$ cat src/common/bridge_pkg.sv
/*
 * Bridge-wide widths, DRAM read-channel bundles and the controller states
 */
package bridge_pkg;

    // ########################################
    // Widths
    // ########################################
    localparam int dram_addr_w = 13;
    localparam int sd_addr_w   = 16;
    localparam int axi_addr_w  = 32;
    localparam int axi_data_w  = 64;
    localparam int out_bytes   = 8;     // Output word split into bytes, MSB first

    // ########################################
    // DRAM read channels
    // ########################################
    // Bridge to DRAM, 34 bits
    typedef struct packed {
        logic                  ar_valid;
        logic [axi_addr_w-1:0] ar_addr;
        logic                  r_ready;
    } dram_rd_req_t;

    // DRAM to bridge, 68 bits
    typedef struct packed {
        logic                  ar_ready;
        logic                  r_valid;
        logic [1:0]            r_resp;    // Observed only
        logic [axi_data_w-1:0] r_data;
    } dram_rd_rsp_t;

    // Controller phases in transaction order
    typedef enum logic [3:0] {
        st_idle,
        st_dram_read,
        st_send_cmd,
        st_cmd_resp,
        st_gap,
        st_send_data,
        st_data_resp,
        st_busy,
        st_output
    } bridge_state_t;

endpackage

$ cat src/common/sd_spi_pkg.sv
/*
 * SD card SPI-mode constants, frame layouts, receiver modes and CRC helpers
 */
package sd_spi_pkg;

    localparam logic [1:0]  sd_cmd_start       = 2'b01;
    localparam logic [5:0]  sd_cmd_write_block = 6'd24;   // CMD24, single block write
    localparam logic [7:0]  sd_start_token     = 8'hFE;
    localparam int          sd_gap_bits        = 8;       // Idle bits after R1
    localparam int          sd_cmd_bits        = 48;
    localparam int          sd_data_bits       = 88;
    localparam logic [6:0]  crc7_poly          = 7'h09;   // x^7 + x^3 + 1
    localparam logic [15:0] crc16_poly         = 16'h1021; // CCITT

    // Command frame, sent MSB first
    typedef struct packed {
        logic [1:0]  start;
        logic [5:0]  index;
        logic [31:0] argument;
        logic [6:0]  crc7;
        logic        end_bit;
    } sd_cmd_frame_t;

    // Single block data frame with start token
    typedef struct packed {
        logic [7:0]  token;
        logic [63:0] data;
        logic [15:0] crc16;
    } sd_data_frame_t;

    typedef enum logic {
        rx_byte,    // Wait for a start bit, then eight bits
        rx_busy     // Wait for the card to release miso
    } sd_rx_mode_t;

    typedef enum logic {
        tx_cmd,
        tx_data
    } sd_tx_kind_t;

    // CRC7 over start, index and argument
    function automatic logic [6:0] crc7(input logic [39:0] bits);
        logic [6:0] crc;
        logic       fb;
        crc = '0;
        for (int i = 39; i >= 0; i--) begin
            fb  = bits[i] ^ crc[6];
            crc = {crc[5:0], 1'b0};
            if (fb)
                crc = crc ^ crc7_poly;
        end
        return crc;
    endfunction

    // CRC16-CCITT over the data word, register starts at zero
    function automatic logic [15:0] crc16(input logic [63:0] bits);
        logic [15:0] crc;
        logic        fb;
        crc = '0;
        for (int i = 63; i >= 0; i--) begin
            fb  = bits[i] ^ crc[15];
            crc = {crc[14:0], 1'b0};
            if (fb)
                crc = crc ^ crc16_poly;
        end
        return crc;
    endfunction

endpackage

$ cat src/dram/dram_reader.sv
/*
 * DRAM read master, one AR beat then one R beat, holds the returned word
 */
`timescale 1ns/1ps

module dram_reader (
    input  logic                                clk,
    input  logic                                rst_n,
    input  logic                                start,
    input  logic [bridge_pkg::dram_addr_w-1:0]  addr,
    output logic                                done,
    output logic [bridge_pkg::axi_data_w-1:0]   data,
    output bridge_pkg::dram_rd_req_t            dram_req,
    input  bridge_pkg::dram_rd_rsp_t            dram_rsp
);
    import bridge_pkg::*;

    logic                  ar_valid;
    logic [axi_addr_w-1:0] ar_addr;
    logic                  r_ready;

    assign dram_req = '{ar_valid: ar_valid, ar_addr: ar_addr, r_ready: r_ready};
    assign done     = r_ready && dram_rsp.r_valid;   // Same cycle as the R handshake

    always_ff @(posedge clk or negedge rst_n) begin
        if (!rst_n) begin
            ar_valid <= 1'b0;
            r_ready  <= 1'b0;
        end else if (start) begin
            ar_valid <= 1'b1;
        end else if (ar_valid && dram_rsp.ar_ready) begin
            ar_valid <= 1'b0;
            r_ready  <= 1'b1;     // R phase opens right after AR
        end else if (done) begin
            r_ready <= 1'b0;
        end
    end

    always_ff @(posedge clk) begin
        if (start)
            ar_addr <= axi_addr_w'(addr);    // Zero-extended
        if (done)
            data <= dram_rsp.r_data;
    end

endmodule

$ cat src/sd/sd_spi_rx.sv
/*
 * SD SPI receiver, skips a response byte or waits out the card's busy period
 */
`timescale 1ns/1ps

module sd_spi_rx (
    input  logic                     clk,
    input  logic                     rst_n,
    input  logic                     start,
    input  sd_spi_pkg::sd_rx_mode_t  mode,
    input  logic                     miso,
    output logic                     done
);
    import sd_spi_pkg::*;

    sd_rx_mode_t mode_q;
    logic        active;
    logic        in_byte;    // Start bit seen, counting the rest
    logic [2:0]  bit_cnt;

    always_ff @(posedge clk or negedge rst_n) begin
        if (!rst_n) begin
            mode_q  <= rx_byte;
            active  <= 1'b0;
            in_byte <= 1'b0;
            bit_cnt <= '0;
            done    <= 1'b0;
        end else begin
            done <= 1'b0;
            if (start) begin
                mode_q  <= mode;
                active  <= 1'b1;
                in_byte <= 1'b0;
                bit_cnt <= '0;
            end else if (active) begin
                if (mode_q == rx_busy) begin
                    // Card pulls miso low while programming
                    if (miso) begin
                        active <= 1'b0;
                        done   <= 1'b1;
                    end
                end else if (!in_byte) begin
                    if (!miso) begin
                        in_byte <= 1'b1;
                        bit_cnt <= 3'd1;   // Leading zero is bit one
                    end
                end else begin
                    bit_cnt <= bit_cnt + 3'd1;
                    if (bit_cnt == 3'd7) begin   // Eighth bit sampled now
                        active  <= 1'b0;
                        in_byte <= 1'b0;
                        done    <= 1'b1;
                    end
                end
            end
        end
    end

endmodule

$ cat src/sd/sd_spi_tx.sv
/*
 * SD SPI transmitter
 * Builds a CMD24 or data-block frame with its CRC and shifts it out on mosi
 */
`timescale 1ns/1ps

module sd_spi_tx (
    input  logic                               clk,
    input  logic                               rst_n,
    input  logic                               start,
    input  sd_spi_pkg::sd_tx_kind_t            kind,
    input  logic [bridge_pkg::sd_addr_w-1:0]   sd_addr,
    input  logic [bridge_pkg::axi_data_w-1:0]  data,
    output logic                               done,
    output logic                               mosi
);
    import sd_spi_pkg::*;

    sd_cmd_frame_t           cmd_frame;
    sd_data_frame_t          data_frame;
    logic [sd_data_bits-1:0] shreg;
    logic [6:0]              bit_cnt;    // Bits left after the current one
    logic                    active;

    // ########################################
    // Frame build
    // ########################################
    assign cmd_frame = '{
        start:    sd_cmd_start,
        index:    sd_cmd_write_block,
        argument: 32'(sd_addr),
        crc7:     crc7({sd_cmd_start, sd_cmd_write_block, 32'(sd_addr)}),
        end_bit:  1'b1
    };

    assign data_frame = '{token: sd_start_token, data: data, crc16: crc16(data)};

    // ########################################
    // Serializer
    // ########################################
    always_ff @(posedge clk or negedge rst_n) begin
        if (!rst_n) begin
            active  <= 1'b0;
            bit_cnt <= '0;
        end else if (start) begin
            active  <= 1'b1;
            bit_cnt <= (kind == tx_cmd) ? 7'(sd_cmd_bits - 1) : 7'(sd_data_bits - 1);
        end else if (active) begin
            if (bit_cnt == '0)
                active <= 1'b0;
            else
                bit_cnt <= bit_cnt - 7'd1;
        end
    end

    // Command sits at the top, the tail is never shifted out
    always_ff @(posedge clk) begin
        if (start) begin
            if (kind == tx_cmd)
                shreg <= {cmd_frame, {(sd_data_bits - sd_cmd_bits){1'b0}}};
            else
                shreg <= data_frame;
        end else if (active) begin
            shreg <= shreg << 1;
        end
    end

    assign mosi = active ? shreg[sd_data_bits-1] : 1'b1;   // Line idles high
    assign done = active && (bit_cnt == '0);

endmodule

$ cat src/verilog/bridge_ctrl.sv
/*
 * Bridge controller
 * Walks one transaction from DRAM read to SD block write, then emits the word bytewise
 */
`timescale 1ns/1ps

module bridge_ctrl (
    input  logic                                clk,
    input  logic                                rst_n,
    input  logic                                in_valid,
    input  logic [bridge_pkg::dram_addr_w-1:0]  addr_dram,
    input  logic [bridge_pkg::sd_addr_w-1:0]    addr_sd,
    output logic                                rd_start,
    output logic [bridge_pkg::dram_addr_w-1:0]  rd_addr,
    input  logic                                rd_done,
    input  logic [bridge_pkg::axi_data_w-1:0]   rd_data,
    output logic [bridge_pkg::sd_addr_w-1:0]    sd_addr,
    output logic                                tx_start,
    output sd_spi_pkg::sd_tx_kind_t             tx_kind,
    input  logic                                tx_done,
    output logic                                rx_start,
    output sd_spi_pkg::sd_rx_mode_t             rx_mode,
    input  logic                                rx_done,
    output logic                                out_valid,
    output logic [7:0]                          out_data
);
    import bridge_pkg::*;
    import sd_spi_pkg::*;

    bridge_state_t state;
    bridge_state_t state_nxt;
    logic [3:0]    cnt;        // Gap bits, then output bytes
    logic          accept;
    logic          gap_end;
    logic [7:0]    out_byte;

    assign accept  = (state == st_idle) && in_valid;
    assign gap_end = (state == st_gap) && (cnt == sd_gap_bits - 1);

    // Byte cnt of the held word, MSB first
    assign out_byte = rd_data[8*(out_bytes-1-cnt[2:0]) +: 8];

    // ########################################
    // Address capture
    // ########################################
    always_ff @(posedge clk) begin
        if (accept) begin
            rd_addr <= addr_dram;
            sd_addr <= addr_sd;
        end
    end

    // ########################################
    // State machine
    // ########################################
    always_comb begin
        state_nxt = state;
        case (state)
            st_idle:      if (accept)  state_nxt = st_dram_read;
            st_dram_read: if (rd_done) state_nxt = st_send_cmd;
            st_send_cmd:  if (tx_done) state_nxt = st_cmd_resp;
            st_cmd_resp:  if (rx_done) state_nxt = st_gap;
            st_gap:       if (gap_end) state_nxt = st_send_data;
            st_send_data: if (tx_done) state_nxt = st_data_resp;
            st_data_resp: if (rx_done) state_nxt = st_busy;
            st_busy:      if (rx_done) state_nxt = st_output;
            st_output:    if (cnt == out_bytes) state_nxt = st_idle;
            default:      state_nxt = st_idle;
        endcase
    end

    always_ff @(posedge clk or negedge rst_n) begin
        if (!rst_n) begin
            state    <= st_idle;
            rd_start <= 1'b0;
        end else begin
            state    <= state_nxt;
            rd_start <= accept;    // ar_valid then rises one cycle later
        end
    end

    // Command goes out right on the read-data handshake
    assign tx_start = ((state == st_dram_read) && rd_done) || gap_end;
    assign tx_kind  = (state == st_gap) ? tx_data : tx_cmd;

    // Receiver armed as soon as the previous phase finishes
    assign rx_start = ((state == st_send_cmd) && tx_done)
                   || ((state == st_send_data) && tx_done)
                   || ((state == st_data_resp) && rx_done);
    assign rx_mode  = (state == st_data_resp) ? rx_busy : rx_byte;

    // ########################################
    // Shared counter and byte output
    // ########################################
    always_ff @(posedge clk or negedge rst_n) begin
        if (!rst_n) begin
            cnt       <= '0;
            out_valid <= 1'b0;
            out_data  <= '0;
        end else begin
            case (state)
                st_cmd_resp: begin
                    if (rx_done)
                        cnt <= 4'd1;       // rx_done cycle is the first idle bit
                end
                st_gap: begin
                    cnt <= gap_end ? 4'd0 : cnt + 4'd1;
                end
                st_busy: begin
                    if (rx_done) begin
                        out_valid <= 1'b1;
                        out_data  <= out_byte;    // cnt is 0 here
                        cnt       <= 4'd1;
                    end
                end
                st_output: begin
                    if (cnt == out_bytes) begin
                        out_valid <= 1'b0;
                        out_data  <= '0;
                        cnt       <= '0;
                    end else begin
                        out_data <= out_byte;
                        cnt      <= cnt + 4'd1;
                    end
                end
                default: begin
                    cnt <= '0;
                end
            endcase
        end
    end

endmodule

$ cat src/verilog/bridge_top.sv
/*
 * DRAM to SD card bridge, top level
 * Ties the controller to the DRAM reader and the SPI transmit and receive units
 */
`timescale 1ns/1ps

module bridge_top (
    input  logic                                clk,
    input  logic                                rst_n,
    input  logic                                in_valid,
    input  logic [bridge_pkg::dram_addr_w-1:0]  addr_dram,
    input  logic [bridge_pkg::sd_addr_w-1:0]    addr_sd,
    output bridge_pkg::dram_rd_req_t            dram_req,
    input  bridge_pkg::dram_rd_rsp_t            dram_rsp,
    input  logic                                miso,
    output logic                                mosi,
    output logic                                out_valid,
    output logic [7:0]                          out_data
);
    import bridge_pkg::*;
    import sd_spi_pkg::*;

    // ########################################
    // Internal wires
    // ########################################
    logic                   rd_start;
    logic [dram_addr_w-1:0] rd_addr;
    logic                   rd_done;
    logic [axi_data_w-1:0]  rd_data;   // Held by the reader until the next read

    logic                   tx_start;
    sd_tx_kind_t            tx_kind;
    logic                   tx_done;
    logic [sd_addr_w-1:0]   sd_addr;

    logic                   rx_start;
    sd_rx_mode_t            rx_mode;
    logic                   rx_done;

    bridge_ctrl i_ctrl (
        .clk       (clk),
        .rst_n     (rst_n),
        .in_valid  (in_valid),
        .addr_dram (addr_dram),
        .addr_sd   (addr_sd),
        .rd_start  (rd_start),
        .rd_addr   (rd_addr),
        .rd_done   (rd_done),
        .rd_data   (rd_data),
        .sd_addr   (sd_addr),
        .tx_start  (tx_start),
        .tx_kind   (tx_kind),
        .tx_done   (tx_done),
        .rx_start  (rx_start),
        .rx_mode   (rx_mode),
        .rx_done   (rx_done),
        .out_valid (out_valid),
        .out_data  (out_data)
    );

    dram_reader i_reader (
        .clk      (clk),
        .rst_n    (rst_n),
        .start    (rd_start),
        .addr     (rd_addr),
        .done     (rd_done),
        .data     (rd_data),
        .dram_req (dram_req),
        .dram_rsp (dram_rsp)
    );

    sd_spi_tx i_tx (
        .clk     (clk),
        .rst_n   (rst_n),
        .start   (tx_start),
        .kind    (tx_kind),
        .sd_addr (sd_addr),
        .data    (rd_data),
        .done    (tx_done),
        .mosi    (mosi)
    );

    sd_spi_rx i_rx (
        .clk   (clk),
        .rst_n (rst_n),
        .start (rx_start),
        .mode  (rx_mode),
        .miso  (miso),
        .done  (rx_done)
    );

endmodule
$ cat config.mk
export PLATFORM = sky130hd
export DESIGN_NAME = bridge_top
export DESIGN_NICKNAME = d
export VERILOG_FILES = /design/src/common/bridge_pkg.sv /design/src/common/sd_spi_pkg.sv /design/src/dram/dram_reader.sv /design/src/sd/sd_spi_rx.sv /design/src/sd/sd_spi_tx.sv /design/src/verilog/bridge_ctrl.sv /design/src/verilog/bridge_top.sv
export SDC_FILE = /design/constraint.sdc
export NUM_CORES = 1
export LEC_CHECK = 0
export CAP_MARGIN = 0
export CORE_AREA = 2 2 206 208
export CTS_BUF_LIST = sky130_fd_sc_hd__clkbuf_8 sky130_fd_sc_hd__clkbuf_16
export CTS_CLUSTER_DIAMETER = 60
export DETAILED_ROUTE_END_ITERATION = 8
export DIE_AREA = 0 0 208 210
export DONT_BUFFER_PORTS = 1
export MAX_ROUTING_LAYER = met4
export PLACE_DENSITY = 0.49
export SLEW_MARGIN = 20
export SYNTH_ARGS = -nofsm -noshare
export SYNTH_HDL_FRONTEND = slang
export SYNTH_HIERARCHICAL = 1
export SYNTH_SLANG_ARGS = --single-unit
export TNS_END_PERCENT = 30
$ cat constraint.sdc
create_clock -name clk -period 8.7 [get_ports clk]
set_input_delay 0.435 -clock clk [delete_from_list [all_inputs] [get_ports clk]]
set_output_delay 0.435 -clock clk [all_outputs]
set_load 0.01 [all_outputs]
==> run_results.csv <==
group,metric,value,unit
synth,synth_cell_type_count,64,
placed_design,hpwl,20.9,mm
clocking,clock_latency,0.56,ns
worst_setup_path,cp-end-kind,"flop",
cells_and_area,drive_above_1_share,10.5,%
job,max_cap_viol_count,0,
die,die-area,0.0437,mm^2
synth,netlist.area_leader.share,49.0,%
power,pwr_density_cell,478,mW/mm^2
clocking,cts-root-buf,"clkbuf_16",
timing,hold_viol,0,
clocking,cts_buffer_depth,3,
global_route,overflow,0,
cells_and_area,final_area,0.0143,mm^2
timing,rsz0062_at_grt,"no",
synth,yosysSeqAreaShare,56.3,%
synth,yosysMostFrequentCell,"edfxtp_1",
timing,timing.fmax,211,MHz
worst_setup_path,r2r-start,"i_reader/data[63]$_DFFE_PP_",
worst_setup_path,arrival,5.06,ns
clocking,cts_max_level,1,
status,status,"complete, no violations",
synth,synth_common_cells,"edfxtp_1, xnor2_1, a22o_1",
worst_setup_path,r2r_setup_slack,3.95,ns
routing,routed_via_density,4.57,
global_route,grt_pass1_wl,44.5,mm
die,dieWidth,208,um
synth,synthFlopType,"edfxtp_1",
timing,finalCritPeriodShare,54.6,%
routing,drtAntennaViolNets,0,
hold_path,worstHoldStart,"dram_rsp[67]",
worst_setup_path,cp_max_fo,6,
placed_design,place_congestion,0.817,
cells_and_area,nNetsFinal,1006,
synth,synth_top_cell_by_area,"edfxtp_1",
placed_design,placed_cell_area,0.0124,mm^2
die,pin_count,145,
placed_design,post-place-ws,4.04,ns
synth,synth_edf_count,194,
synth,async_flop_share,15.3,%
worst_setup_path,worst_ep_required_time,9.01,ns
die,num_rows,75,
clocking,cts_tree,"built",
worst_setup_path,cp-start-kind,"flop",
synth,synth_cells,805,
timing,tns,0,ns
routing,wire_per_inst,20.3,um
hold_path,worstHoldPathCells,2,
die,start_util,28.7,%
synth,syn_area_per_cell,14.8,um^2
worst_setup_path,criticalPathCategory,"reg -> reg",
clocking,post_cts_resized,0,
placed_design,port_buffers,0,
timing,setup_viol,0,
global_route,antenna_found_initial,0,
cells_and_area,antenna_cells,0,
routing,firstDrtPassIters,4,
routing,drc,0,
worst_setup_path,r2r_end,"i_tx/shreg[13]$_DFFE_PP_",
global_route,grt_pass1_vias,6895,
timing,fin_skew,0.0137,ns
power,vdd.ir_drop.worst,0.665,mV
cells_and_area,nFillCells,4033,
global_route,grt_max_degree,68,
hold_path,min_path_type,"in -> reg",
timing,worst_pin_slew,1.03,ns
synth,synth_area_leaders,"edfxtp_1, xnor2_1, dfrtp_1",
timing,slew_violations,0,
timing,maxSlewHeadroom,31.2,%
cells_and_area,ff_latch_area,0.00670,mm^2
clocking,cts_sinks,229,
placed_design,dpl.cell_count,1311,
cells_and_area,layoutNonFillerInstCount,1459,
synth,synth_seq_cells,229,
timing,setup_ws,3.95,ns
worst_setup_path,r2r_cells,10,
clocking,path_clk_slew,0.06,ns
cells_and_area,syn_to_final_growth,20.4,%
clocking,cts_made_buffers,29,
power,power_leakage,0.00541,uW
cells_and_area,multiInputGateArea,0.00491,mm^2
hold_path,hold_end,"i_reader/ar_valid$_DFFE_PN0P_",
die,fp.dieH,210,um
synth,yosysWarnings,6,
routing,route.vias.total,6667,
die,core,0.0415,mm^2
synth,netlist_area,0.0119,mm^2
timing,period_minus_slack,4.75,ns
routing,finalWirelength,29.6,mm
routing,drt_iter0_drc,368,
global_route,track_usage,13.9,%
power,finalPower,6840,uW
==> cells in the final DEF, fill, tap and decap left out, types with 4 or more instances in the layout <==
cell type,instances
edfxtp_1,194
xnor2_1,111
dlygate4sd3_1,95
a22o_1,57
xor2_1,41
xnor3_1,37
nand2_1,35
nor2_1,35
dfrtp_1,35
clkbuf_16,29
a21oi_1,29
conb_1,19
mux2i_1,17
inv_1,16
mux4_2,16
nand2b_1,9
o21ai_0,9
xor3_1,9
nand3_1,7
buf_4,7
o2bb2ai_1,7
clkinv_2,6
o21ai_1,6
ha_1,6
nand3b_1,5
a21o_1,5
xnor3_2,5
inv_6,4
bufinv_16,4
nor3_1,4
nor2b_1,4
==> logic make-up after synthesis <==
family          Yosys count  synth area share (%)
flops                   229                  56.3
other cells               1                0.0315
simple gates            124                  5.37
buf+inv                  71                  3.16
xor+xnor                208                  21.7
fa+ha+maj                 6                 0.631
compound gates          130                  8.00
mux                      36                  4.74
==> how the worst max path moves through the flow <==
stage	from	slack, ns	cells after the start	to
finish	i_reader/data[63]$_DFFE_PP_	3.95	10	i_tx/shreg[13]$_DFFE_PP_
detailed placement	i_reader/data[63]$_DFFE_PP_	4.04	10	i_tx/shreg[6]$_DFFE_PP_
global route	i_reader/data[63]$_DFFE_PP_	3.90	10	i_tx/shreg[6]$_DFFE_PP_
CTS	i_reader/data[63]$_DFFE_PP_	4.01	10	i_tx/shreg[13]$_DFFE_PP_
global placement	i_reader/data[63]$_DFFE_PP_	4.04	10	i_tx/shreg[13]$_DFFE_PP_
floorplan	dram_rsp[66]	3.38	8	i_tx/shreg[0]$_SDFFCE_PN0P_
==> power by group <==
group          leakage [uW]  total (uW)  switching, uW  internal [uW]
registers           0.00232        1700            136           1560
clock network      0.000496        1200            475            727
logic               0.00259        3940           1720           2220
==> sequential cells by signal, indices dropped and copies added, names as in the netlist <==
name / cells
i_tx/shreg: 88
i_reader/data: 64
i_ctrl/sd_addr: 16
i_ctrl/rd_addr: 13
i_reader/ar_addr: 13
i_ctrl/out_data: 8
i_tx/bit_cnt: 7
i_ctrl/cnt: 4
i_ctrl/state: 4
i_rx/bit_cnt: 3
i_ctrl/out_valid: 1
i_ctrl/rd_start: 1
i_reader/ar_valid: 1
i_reader/r_ready: 1
i_rx/active: 1
i_rx/done: 1
i_rx/in_byte: 1
i_rx/mode_q: 1
i_tx/active: 1
==> cell type report <==
type	instances	share of cell area (%)
Clock inverter	23	1.63
Clock buffer	29	5.07
Inverter	13	0.341
Multi-Input combinational cell	523	34.3
Timing Repair Buffer	103	7.15
Sequential cell	229	46.8
Tap cell	539	4.71
==> timing repair <==
item,CTS,global route
hold buffers,96,0
buffers inserted,0,0
endpoints found under the setup margin,0,0
hold endpoints to repair,129,0
==> through the flow <==
stage / util [%] / hold slack, ns
floorplan: - / 0.139
global placement: 29.9 / 0.141
detailed placement: 29.9 / 0.141
CTS: 34.5 / 0.0117
global route: 34.5 / 0.0196
finish: 34.5 / 0.0510
==> worst max-delay path: stages, from the launching register on <==
cell and delay (ns):
edfxtp_1 0.55, xnor3_1 0.57, xnor3_2 0.52, xnor2_1 0.45, xor3_1 0.48, xor2_1 0.37
xnor3_1 0.41, xor2_1 0.43, xor2_1 0.37, xnor2_1 0.13, a22o_1 0.21
==> layer usage <==
layer	part of all wire [%]	global-route usage, %	routed length, um	up-vias
li1	-	-	-	3114
met1	47	18.8	13800	3336
met2	46	21.5	13600	164
met3	4.4	2.29	1320	53
met4	2.9	4.21	868	0
met5	0	-	0	-
Note: power is estimated with default switching activity, not from simulation.
